==> src/meas_pkg.sv <==
//======================================================================
// shared definitions of the signal meter
//   widths and vector typedefs for samples, counts and readings
//   window snapshot and formatted result structs
//   formatter state encoding
//   mid level, duty scale and default stage parameters
//======================================================================
package meas_pkg;

    //==================================================================
    // widths
    //==================================================================
    localparam int SAMPLE_W  = 10;  // ADC resolution
    localparam int COUNT_W   = 16;  // per-window counters
    localparam int READING_W = 16;  // one output reading

    typedef logic [SAMPLE_W-1:0]  sample_t;
    typedef logic [COUNT_W-1:0]   count_t;
    typedef logic [READING_W-1:0] reading_t;

    // one finished gate window, 58 bits
    typedef struct packed {
        count_t  crossings;     // rising crossings of mid level
        count_t  high_count;    // samples at or above mid level
        count_t  total_count;   // all samples in the window
        sample_t peak_to_peak;  // max - min, 0 when no samples
    } window_snapshot_t;

    // one formatted result, 49 bits
    typedef struct packed {
        reading_t freq_value;
        logic     freq_is_khz;  // 1 = value is raw crossings
        reading_t amplitude;
        reading_t duty;         // tenths of a percent
    } meter_result_t;

    typedef enum logic [1:0] {
        IDLE,
        DIVIDE,
        PUBLISH
    } fmt_state_t;

    //==================================================================
    // constants and stage defaults
    //==================================================================
    localparam sample_t MID_LEVEL = 10'd512;
    localparam int unsigned DUTY_FULL_SCALE = 1000;  // 100.0 percent

    // keeps every per-window count inside count_t
    localparam int unsigned DEFAULT_GATE_CYCLES   = 50000;
    localparam int unsigned DEFAULT_FREQ_SCALE    = 10;     // crossings to Hz
    localparam int unsigned DEFAULT_KHZ_THRESHOLD = 10000;
    localparam int unsigned DEFAULT_FIFO_DEPTH    = 2;

endpackage

==> src/window_accumulator.sv <==
//======================================================================
// gate window accumulator
//   fixed-length gate timer running while measure_en is high
//   crossing, high, total and peak trackers per window
//   snapshot capture with push or drop at each window end
//======================================================================
`timescale 1ns/100ps

module window_accumulator #(
    parameter int unsigned GATE_CYCLES = meas_pkg::DEFAULT_GATE_CYCLES
) (
    input  logic                       clk,
    input  logic                       rst_n,
    input  meas_pkg::sample_t          sample_data,
    input  logic                       sample_valid,
    input  logic                       measure_en,
    input  logic                       full,
    output meas_pkg::window_snapshot_t snap_data,
    output logic                       snap_push,
    output logic                       window_lost
);

    localparam int GATE_W = (GATE_CYCLES > 1) ? $clog2(GATE_CYCLES) : 1;

    logic [GATE_W-1:0]  gate_cnt;
    logic               win_last;     // final cycle of the current window
    logic               win_done;     // one cycle after win_last
    logic               accept;
    logic               is_high;
    logic               is_cross;
    logic               prev_valid;
    logic               prev_high;
    meas_pkg::count_t   crossings;
    meas_pkg::count_t   high_count;
    meas_pkg::count_t   total_count;
    meas_pkg::sample_t  max_val;
    meas_pkg::sample_t  min_val;
    meas_pkg::count_t   cross_next;
    meas_pkg::count_t   high_next;
    meas_pkg::count_t   total_next;
    meas_pkg::sample_t  max_next;
    meas_pkg::sample_t  min_next;

    //==================================================================
    // gate timer
    //==================================================================
    assign win_last = measure_en && (gate_cnt == GATE_W'(GATE_CYCLES - 1));

    always_ff @(posedge clk or negedge rst_n) begin
        if (!rst_n) begin
            gate_cnt <= '0;
            win_done <= 1'b0;
        end else begin
            win_done <= win_last;
            if (!measure_en || win_last) begin
                gate_cnt <= '0;
            end else begin
                gate_cnt <= gate_cnt + 1'b1;
            end
        end
    end

    //==================================================================
    // per-sample trackers
    //==================================================================
    assign accept   = measure_en && sample_valid;
    assign is_high  = sample_data >= meas_pkg::MID_LEVEL;
    assign is_cross = accept && is_high && prev_valid && !prev_high;

    // counts including the sample of this cycle
    assign cross_next = crossings + meas_pkg::count_t'(is_cross);
    assign high_next  = high_count + meas_pkg::count_t'(accept && is_high);
    assign total_next = total_count + meas_pkg::count_t'(accept);
    assign max_next   = (accept && sample_data > max_val) ? sample_data : max_val;
    assign min_next   = (accept && sample_data < min_val) ? sample_data : min_val;

    // last level survives window ends, dropped with measure_en
    always_ff @(posedge clk or negedge rst_n) begin
        if (!rst_n) begin
            prev_valid <= 1'b0;
            prev_high  <= 1'b0;
        end else if (!measure_en) begin
            prev_valid <= 1'b0;
            prev_high  <= 1'b0;
        end else if (accept) begin
            prev_valid <= 1'b1;
            prev_high  <= is_high;
        end
    end

    always_ff @(posedge clk or negedge rst_n) begin
        if (!rst_n) begin
            crossings   <= '0;
            high_count  <= '0;
            total_count <= '0;
            max_val     <= '0;
            min_val     <= '1;
        end else if (!measure_en || win_last) begin
            // restart, next window begins on the following cycle
            crossings   <= '0;
            high_count  <= '0;
            total_count <= '0;
            max_val     <= '0;
            min_val     <= '1;
        end else begin
            crossings   <= cross_next;
            high_count  <= high_next;
            total_count <= total_next;
            max_val     <= max_next;
            min_val     <= min_next;
        end
    end

    //==================================================================
    // snapshot capture
    //==================================================================
    always_ff @(posedge clk) begin
        if (win_last) begin
            snap_data.crossings   <= cross_next;
            snap_data.high_count  <= high_next;
            snap_data.total_count <= total_next;
            snap_data.peak_to_peak <= (total_next == '0) ? '0 : max_next - min_next;
        end
    end

    assign snap_push   = win_done && !full;
    assign window_lost = win_done && full;   // window discarded

endmodule

==> src/snapshot_fifo.sv <==
//======================================================================
// snapshot buffer
//   register FIFO of window snapshots between accumulator and formatter
//   head is shown directly from the read pointer
//======================================================================
`timescale 1ns/100ps

module snapshot_fifo #(
    parameter int unsigned FIFO_DEPTH = meas_pkg::DEFAULT_FIFO_DEPTH
) (
    input  logic                       clk,
    input  logic                       rst_n,
    input  logic                       push,
    input  meas_pkg::window_snapshot_t push_data,
    input  logic                       pop,
    output meas_pkg::window_snapshot_t head,
    output logic                       full,
    output logic                       empty
);

    localparam int PTR_W = (FIFO_DEPTH > 1) ? $clog2(FIFO_DEPTH) : 1;
    localparam int CNT_W = $clog2(FIFO_DEPTH + 1);

    meas_pkg::window_snapshot_t mem [FIFO_DEPTH];
    logic [PTR_W-1:0] wr_ptr;
    logic [PTR_W-1:0] rd_ptr;
    logic [CNT_W-1:0] count;
    logic             do_push;
    logic             do_pop;

    assign do_push = push && !full;
    assign do_pop  = pop && !empty;
    assign full    = count == CNT_W'(FIFO_DEPTH);
    assign empty   = count == '0;
    assign head    = mem[rd_ptr];

    always_ff @(posedge clk) begin
        if (do_push) begin
            mem[wr_ptr] <= push_data;
        end
    end

    always_ff @(posedge clk or negedge rst_n) begin
        if (!rst_n) begin
            wr_ptr <= '0;
            rd_ptr <= '0;
            count  <= '0;
        end else begin
            if (do_push) begin
                wr_ptr <= (wr_ptr == PTR_W'(FIFO_DEPTH - 1)) ? '0 : wr_ptr + 1'b1;
            end
            if (do_pop) begin
                rd_ptr <= (rd_ptr == PTR_W'(FIFO_DEPTH - 1)) ? '0 : rd_ptr + 1'b1;
            end
            if (do_push && !do_pop) begin
                count <= count + 1'b1;
            end else if (do_pop && !do_push) begin
                count <= count - 1'b1;
            end
        end
    end

endmodule

==> src/result_formatter.sv <==
//======================================================================
// result formatter
//   pops one snapshot at a time from the buffer
//   frequency scaling with Hz/kHz unit selection
//   restoring serial divider for the duty cycle
//   registered result and one-cycle valid pulse
//======================================================================
`timescale 1ns/100ps

module result_formatter #(
    parameter int unsigned FREQ_SCALE    = meas_pkg::DEFAULT_FREQ_SCALE,
    parameter int unsigned KHZ_THRESHOLD = meas_pkg::DEFAULT_KHZ_THRESHOLD
) (
    input  logic                       clk,
    input  logic                       rst_n,
    input  meas_pkg::window_snapshot_t head,
    input  logic                       empty,
    output logic                       pop,
    output meas_pkg::meter_result_t    result,
    output logic                       result_valid
);

    localparam int COUNT_W = $bits(meas_pkg::count_t);
    localparam int READ_W  = $bits(meas_pkg::reading_t);
    // high_count * 1000 needs 10 bits on top of a count
    localparam int NUM_W   = COUNT_W + $clog2(meas_pkg::DUTY_FULL_SCALE);
    localparam int BIT_W   = $clog2(NUM_W);

    meas_pkg::fmt_state_t state;
    logic [BIT_W-1:0]     bit_cnt;
    logic [NUM_W-1:0]     num_init;
    logic [NUM_W-1:0]     quo_num;     // numerator shifts out, quotient in
    logic [COUNT_W:0]     rem;
    logic [COUNT_W:0]     rem_shift;
    logic                 sub_ok;
    meas_pkg::count_t     divisor;
    logic [31:0]          freq_full;
    meas_pkg::reading_t   freq_q;
    logic                 khz_q;
    meas_pkg::reading_t   amp_q;

    //==================================================================
    // snapshot intake
    //==================================================================
    assign pop       = (state == meas_pkg::IDLE) && !empty;
    assign freq_full = 32'(head.crossings) * 32'(FREQ_SCALE);
    assign num_init  = NUM_W'(head.high_count) * NUM_W'(meas_pkg::DUTY_FULL_SCALE);

    // one restoring step per cycle
    assign rem_shift = {rem[COUNT_W-1:0], quo_num[NUM_W-1]};
    assign sub_ok    = rem_shift >= {1'b0, divisor};

    always_ff @(posedge clk) begin
        if (pop) begin
            khz_q   <= 32'(head.crossings) >= KHZ_THRESHOLD;
            freq_q  <= (32'(head.crossings) >= KHZ_THRESHOLD) ? head.crossings
                                                              : freq_full[READ_W-1:0];
            amp_q   <= READ_W'(head.peak_to_peak);   // zero-extend
            divisor <= head.total_count;
            quo_num <= num_init;
            rem     <= '0;
        end else if (state == meas_pkg::DIVIDE) begin
            rem     <= sub_ok ? rem_shift - {1'b0, divisor} : rem_shift;
            quo_num <= {quo_num[NUM_W-2:0], sub_ok};
        end
    end

    //==================================================================
    // control FSM
    //==================================================================
    always_ff @(posedge clk or negedge rst_n) begin
        if (!rst_n) begin
            state   <= meas_pkg::IDLE;
            bit_cnt <= '0;
        end else begin
            case (state)
                meas_pkg::IDLE: begin
                    bit_cnt <= '0;
                    if (pop) begin
                        state <= meas_pkg::DIVIDE;
                    end
                end
                meas_pkg::DIVIDE: begin
                    bit_cnt <= bit_cnt + 1'b1;
                    if (bit_cnt == BIT_W'(NUM_W - 1)) begin
                        state <= meas_pkg::PUBLISH;
                    end
                end
                default: state <= meas_pkg::IDLE;   // PUBLISH lasts one cycle
            endcase
        end
    end

    //==================================================================
    // output registers
    //==================================================================
    always_ff @(posedge clk or negedge rst_n) begin
        if (!rst_n) begin
            result       <= '0;
            result_valid <= 1'b0;
        end else begin
            result_valid <= state == meas_pkg::PUBLISH;
            if (state == meas_pkg::PUBLISH) begin
                result.freq_value  <= freq_q;
                result.freq_is_khz <= khz_q;
                result.amplitude   <= amp_q;
                // empty window divides by zero
                result.duty <= (divisor == '0) ? '0 : quo_num[READ_W-1:0];
            end
        end
    end

endmodule

==> src/signal_meter_top.sv <==
//======================================================================
// signal meter top level
//   window accumulator -> snapshot FIFO -> result formatter
//   stage parameters set here and passed down
//======================================================================
`timescale 1ns/100ps

module signal_meter_top #(
    parameter int unsigned GATE_CYCLES   = meas_pkg::DEFAULT_GATE_CYCLES,
    parameter int unsigned FIFO_DEPTH    = meas_pkg::DEFAULT_FIFO_DEPTH,
    parameter int unsigned FREQ_SCALE    = meas_pkg::DEFAULT_FREQ_SCALE,
    parameter int unsigned KHZ_THRESHOLD = meas_pkg::DEFAULT_KHZ_THRESHOLD
) (
    input  logic                    clk,
    input  logic                    rst_n,
    input  meas_pkg::sample_t       sample_data,
    input  logic                    sample_valid,
    input  logic                    measure_en,
    output meas_pkg::meter_result_t result,
    output logic                    result_valid,
    output logic                    window_lost
);

    meas_pkg::window_snapshot_t snap_data;
    meas_pkg::window_snapshot_t head;
    logic                       snap_push;
    logic                       full;
    logic                       empty;
    logic                       pop;

    window_accumulator #(
        .GATE_CYCLES (GATE_CYCLES)
    ) u_accum (
        .clk          (clk),
        .rst_n        (rst_n),
        .sample_data  (sample_data),
        .sample_valid (sample_valid),
        .measure_en   (measure_en),
        .full         (full),
        .snap_data    (snap_data),
        .snap_push    (snap_push),
        .window_lost  (window_lost)
    );

    snapshot_fifo #(
        .FIFO_DEPTH (FIFO_DEPTH)
    ) u_fifo (
        .clk       (clk),
        .rst_n     (rst_n),
        .push      (snap_push),
        .push_data (snap_data),
        .pop       (pop),
        .head      (head),
        .full      (full),
        .empty     (empty)
    );

    result_formatter #(
        .FREQ_SCALE    (FREQ_SCALE),
        .KHZ_THRESHOLD (KHZ_THRESHOLD)
    ) u_formatter (
        .clk          (clk),
        .rst_n        (rst_n),
        .head         (head),
        .empty        (empty),
        .pop          (pop),
        .result       (result),
        .result_valid (result_valid)
    );

endmodule

==> config.mk <==
export PLATFORM = sky130hd
export DESIGN_NAME = signal_meter_top
export DESIGN_NICKNAME = d
export VERILOG_FILES = /design/src/meas_pkg.sv /design/src/window_accumulator.sv /design/src/snapshot_fifo.sv /design/src/result_formatter.sv /design/src/signal_meter_top.sv
export SDC_FILE = /design/constraint.sdc
export NUM_CORES = 1
export LEC_CHECK = 0
export ABC_CLOCK_PERIOD_IN_PS = 8450
export BUFFER_PORTS_ARGS = -buffer_cell sky130_fd_sc_hd__buf_2
export CORE_MARGIN = 5
export CORE_UTILIZATION = 45
export CTS_BUF_LIST = sky130_fd_sc_hd__clkbuf_8 sky130_fd_sc_hd__clkbuf_16
export CTS_CLUSTER_SIZE = 24
export DETAILED_ROUTE_END_ITERATION = 8
export SLEW_MARGIN = 10
export SYNTH_ARGS = -nofsm -noshare
export SYNTH_HDL_FRONTEND = slang
export SYNTH_SLANG_ARGS = --single-unit
export TNS_END_PERCENT = 30
==> constraint.sdc <==
create_clock -name clk -period 8.45 [get_ports clk]
set_input_delay 0 -clock clk [delete_from_list [all_inputs] [get_ports clk]]
set_output_delay 0 -clock clk [all_outputs]
set_load 0.02 [all_outputs]
After elaboration in Yosys (flattened, before gate mapping):

Memory sizes are Yosys's and may differ from the RTL's.
Index checks and enable logic that the tools add are counted.

* bits in registers: 285
* memory bits (writable): 116
* memories: 1
* bits of input ports: 14

* multipliers: 2
* add/subtract/negate cells: 11
* magnitude comparators: 5
* reduce and logical (&&, ||, !) cells: 29
* eq/ne operators: 8
* mux-type cells: 27

Memories
* u_fifo.mem: depth 2, bits a word 58, rd ports 1, clocked after memory_dff 0, write ports 1, line snapshot_fifo.sv:24 `meas_pkg::window_snapshot_t mem [FIFO_DEPTH];`

Operators with widths (number)
* 2-to-1 mux 16 bit: 7
* 2-to-1 mux 26 bit: 2
* adder 16 x 1 -> 16 bit: 3
* 2-to-1 mux 10 bit: 4
* logical NOT 16 bit: 2
* multiplier 16 x 7 -> 23 bit (second input constant): 1
* greater-or-equal comparator 17 x 16 -> 1 bit: 1
* adder 16 x 1 -> 16 bit (second input constant): 1
* == test 16 bit (second input constant): 1
* greater-or-equal comparator 16 x 14 -> 1 bit (second input constant): 1
* multiplier 16 x 3 -> 15 bit (second input constant): 1
* subtractor 16 bit: 1
* logical AND 1 bit: 14
* greater-or-equal comparator 10 bit (second input constant): 1
* greater-than comparator 10 bit: 1
* < comparator 10 bit: 1
* case mux 5 bit (2 select lines): 1
* subtractor 10 bit: 1
* 2-to-1 mux 1 bit: 8
* 2-to-1 mux 2 bit: 4
* logical NOT 1 bit: 6
* nonzero test 2 bit: 3
* adder 5 x 1 -> 5 bit (second input constant): 1
* == test 5 bit (second input constant): 1
* other kinds (11): 15

Depth between registers and ports, before layout:

* word-level depth: 8
* mapped depth: 22
* mapped depth without buffers: 18

By module:

From an unflattened synthesis, not the netlist that was laid out.

* cell total of the unflattened synthesis: 1761
* area, all modules: 20842.5 um2

Modules (own cells, without submodules)
* result_formatter: instances 1, cells an instance 928, area an instance 9357.7 um2
* window_accumulator: instances 1, cells an instance 633, area an instance 7056.8 um2
* snapshot_fifo: instances 1, cells an instance 200, area an instance 4428.0 um2

Least setup slack after synthesis:

No wires, ideal clock.

* path kind: reg2reg
* start: register u_fifo.rd_ptr
* end: register u_formatter.quo_num[22] (data pin)
* cell stages (with the launch flop): 21
* arrival: 5.446 ns
* required time: 8.184 ns
* slack: 2.738 ns
* buffers on the path: 4
* cell sequence: dfrtp_1 buf_2 buf_2 buf_2 buf_2 mux2i_1 inv_1 fa_1 fa_1 inv_1 fa_1 fa_1 inv_1 ha_1 o21ai_0 o21ai_1 a2111oi_2 o21ai_1 a41oi_1 xor2_1 o21ai_1

* word-level cells in the longest chain between the ends: 3

Ends and longest elaborated chain
* start, declared: line snapshot_fifo.sv:26 `logic [PTR_W-1:0] rd_ptr;`
* start signal, assigned: line snapshot_fifo.sv:53 `rd_ptr <= (rd_ptr == PTR_W'(FIFO_DEPTH - 1)) ? '0 : rd_ptr + 1'b1;`
* memory (2 x 58 bit)
* multiplier 16 x 7 -> 23 bit: line result_formatter.sv:47 `assign num_init = NUM_W'(head.high_count) * NUM_W'(meas_pkg::DUTY_FULL_SCALE);`
* 2-to-1 mux 26 bit: line result_formatter.sv:54 `if (pop) begin`
* end signal, assigned: line result_formatter.sv:60 `quo_num <= num_init;`
* end signal, assigned: line result_formatter.sv:64 `quo_num <= {quo_num[NUM_W-2:0], sub_ok};`
* end, declared: line result_formatter.sv:32 `logic [NUM_W-1:0] quo_num;`

No other way between the ends.
A chain may end at the register's enable or synchronous reset.

Final worst setup path:

* start: register u_fifo.rd_ptr
* end: register u_formatter.quo_num[23] (data pin)

The elaborated chain is that of the path after synthesis.

==> summary.txt <==
Run status
  • Status: finished clean

Synth
  • Seq/Total Area, Yosys: 0.543
  • Synth Warn #: 0
  • Asr flop ratio synth: 0.354
  • Post-Synth XOR/XNOR Area: 0.0443
  • Mux share of post-synthesis cell area: 0.0373
  • Distinct cells, synth: 78
  • Largest family of logic cells by synthesized area: adder cells
  • Adder-cell share of the synthesized area: 0.135
  • Syn Inst Count: 1720
  • Synthesized flop and latch total: 401
  • Simple-gate portion of the synthesized area: 0.111
  • Synth Area in Compound Gates: 0.0894
  • Synth Flop Type: edfxtp_1
  • Avg Inst Size Synth: 11.9 um^2
  • Cell area after synthesis: 20500 um^2
  • Synth area leaders: edfxtp_1 35%, dfrtp_1 16%, ha_1 7.9%
  • Top-area cell type share of the netlist area: 0.351
  • Synth area leader: edfxtp_1
  • EDFF count, synth: 240

Global routing
  • GRT Total Usage: 0.157
  • Global-route wire length before repair: 65200 um
  • Initial antenna violation count: 0
  • GRT overflow: 0
  • Vias in the first global route: 12700
  • Largest net degree at the start of global routing: 77
  • Routing usage on met2: 0.242
  • Met1 usage: 0.231
  • Grt peak-use layer: met2
  • GR Layer Usage met3: 0.0271

Worst setup path
  • Worst Path Max Fanout: 17
  • Crit path DAT: 5920 ps
  • Crit Path Class: reg2reg
  • CP peak stage delay: 710 ps
  • Startpoint Class: register
  • Delay-heaviest family, CP: adder cells
  • Reg-to-Reg End: u_formatter.quo_num[23]$_DFFE_PP_
  • Reg-to-reg slack, setup: 2840 ps
  • CP bufs+invs: 3
  • Reg2Reg Depth: 16
  • Worst EP required: 8760 ps
  • Reg2reg start: u_fifo.rd_ptr$_DFFE_PN0P_
  • CP Capture Type: register
  • Crit path cell chain: mux2i_1, inv_1, ha_1, inv_1, fa_1, fa_1, fa_1, inv_1, ha_1, nand2_1, nor4_1, a22oi_1, a2111oi_0, nor3_1, xnor2_1, o21ai_0
  • CP max stage cell: mux2i_1

Timing
  • Slew Viols, Final: 0
  • Final setup viols: 0
  • Worst slew pin tran: 1080 ps
  • RSZ-0062 raised after global routing: no
  • Fmax: 178 MHz
  • Setup TNS: 0 ps
  • Final period util: 0.664
  • Tmin final: 5610 ps
  • Slew Limit Headroom: 0.277
  • Final hold violations: 0
  • Worst clock skew: 22.9 ps

Hold path
  • Hold_sp: sample_data[5]
  • Hold Path End: u_accum.min_val[5]$_DFF_PN1_
  • Worst min path class: in2reg
  • Worst Hold Depth: 4

Routing
  • DRC viols: 0
  • Total number of vias: 12500
  • Post-route ant nets: 0
  • Via/cell ratio: 5.14
  • WL per Instance: 15.9 um
  • Starting DRT DRC Count: 739
  • DR pass1 iterations: 5
  • Final WL: 38700 um

Clock tree
  • TritonCTS buffer count: 44
  • Clk Latency, worst-skew pair: 570 ps
  • Maximum clock path buffer count: 3
  • CTS clk-pin slew, worst paths: 70 ps
  • Root Driver: clkbuf_16
  • CTS sink count: 401
  • H-tree levels: 2
  • CTS tree: done
  • Postcts setup bufs: 0

Placement
  • Final Wtd Congestion: 0.848
  • DP HPWL: 26600 um
  • IO buf count: 58

Layout
  • Fraction of layout cells with a size suffix above 1: 0.120
  • Fin nets: 2005
  • Layout Area Growth over Synthesis: 12.9%
  • ANT cells: 0

Floorplan
  • Initial Util: 0.453
  • DIE WIDTH: 224 um
  • Die height: 224 um
  • Die ar.: 50000 um^2
  • Core area: 45300 um^2
  • Row count: 78
  • Io pins: 65

Job
  • Max Cap Violations: 0
cells in the mapped netlist, types with 8 or more instances:
cell	instances
a211oi_1	10
o211ai_1	12
o21a_1	8
xor2_1	49
nand4_1	15
and3_1	17
nor3_1	21
dfrtp_1	132
nor2_1	99
mux2_2	44
clkbuf_1	28
nand3_1	41
ha_1	130
nand2b_1	10
a22o_1	26
nor4_1	9
fa_1	57
a31oi_1	8
buf_2	11
nand2_1	177
and2_1	57
o21ai_0	82
inv_1	151
a21oi_1	51
mux2i_1	27
o21bai_1	10
xnor2_1	53
dfstp_2	10
dfxtp_1	19
edfxtp_1	240
a21o_1	19
logic make-up (layout without fill, tap and decap cells):
logic type                 count (synthesis)  count (layout)
AOI/OAI and AO/OA                        275             275
xor gates and xnor gates                 103             103
adders and majority gates                187             187
buffers and inverters                    205             320
DFF                                      401             401
muxes                                     71              71
other                                      1               6
and+or+nand+nor                          477             477
layer usage:
| metal | part of all wire | up-vias | routed length, um |
|---|---|---|---|
| met5 | 0 | - | 0 |
| met4 | 0.022 | 0 | 847 |
| met3 | 0.042 | 55 | 1610 |
| met2 | 0.45 | 205 | 17300 |
| met1 | 0.49 | 6072 | 18900 |
| li1 | - | 6200 | - |
area by class of cell:
cell class                      count  area [um^2]
Fill cell                        3980        22100
Sequential cell                   401        11200
Multi-Input combinational cell   1119         8630
Clock buffer                       46         1140
Tap cell                          600          751
Inverter                          152          571
Timing Repair Buffer               86          549
Clock inverter                     36          393
what timing repair did:
item | in CTS | in global routing
hold endpoints to repair | 90 | 0
endpoints found under the setup margin | 0 | 0
resized for setup | 0 | 0
hold buffers | 17 | 0
cell usage in the layout, fill, tap and decap left out, types with 15 or more instances in the layout:
cell type and n:
a21o_1 19, a21oi_1 51, a22o_1 26, and2_1 57, and3_1 16, buf_2 57
clkbuf_16 45, dfrtp_1 131, dfxtp_1 19, dlygate4sd3_1 17, edfxtp_1 240, fa_1 57
ha_1 130, inv_1 159, mux2_2 44, mux2i_1 27, nand2_1 177, nand3_1 41
nand4_1 15, nor2_1 97, nor3_1 21, o21ai_0 82, xnor2_1 53, xor2_1 49
state kept, by name (all words and copies together), names as in the netlist, 16 cells and up:
signal               flops
u_accum.crossings       16
u_accum.gate_cnt        16
u_accum.high_count      16
u_accum.snap_data       58
u_accum.total_count     16
u_fifo.mem             116
u_formatter.divisor     16
u_formatter.freq_q      16
u_formatter.quo_num     26
u_formatter.rem         16
u_formatter.result      43
worst min-delay path, cell delays in order:
cell and delay, ps:
dlygate4sd3_1 510, buf_2 140, a21oi_1 90, nand2_1 60
how the worst max path moves through the flow:
stage                         startpoint                                end  slack [ps]  cells after the start
2_1_floorplan  u_fifo.rd_ptr$_DFFE_PN0P_  u_formatter.quo_num[22]$_DFFE_PP_        2740                     20
3_3_place_gp   u_fifo.rd_ptr$_DFFE_PN0P_  u_formatter.quo_num[22]$_DFFE_PP_        2970                     14
3_5_place_dp   u_fifo.rd_ptr$_DFFE_PN0P_  u_formatter.quo_num[22]$_DFFE_PP_        2830                     16
4_1_cts        u_fifo.rd_ptr$_DFFE_PN0P_  u_formatter.quo_num[22]$_DFFE_PP_        2810                     16
5_1_grt        u_fifo.rd_ptr$_DFFE_PN0P_  u_formatter.quo_num[22]$_DFFE_PP_        2380                     16
6_report       u_fifo.rd_ptr$_DFFE_PN0P_  u_formatter.quo_num[23]$_DFFE_PP_        2840                     16
per-stage QoR:
stage | cells | hold slack, ps | worst slack (ps) | instance area (um^2) | utilization
final | 2440 | 268 | 2840 | 23200 | 0.512
after global routing | 2440 | 270 | 2380 | 23200 | 0.512
after CTS | 2440 | 226 | 2810 | 23200 | 0.512
after detailed placement | 2341 | 45.0 | 2830 | 21500 | 0.475
after global placement | 2341 | 33.8 | 2970 | 21500 | 0.475
after floorplan | 1725 | -296 | 2740 | 20600 | -
Power is left out: the tool's default activity adds up to more than one toggle a clock period on the data nets, which glitch-free logic cannot reach.
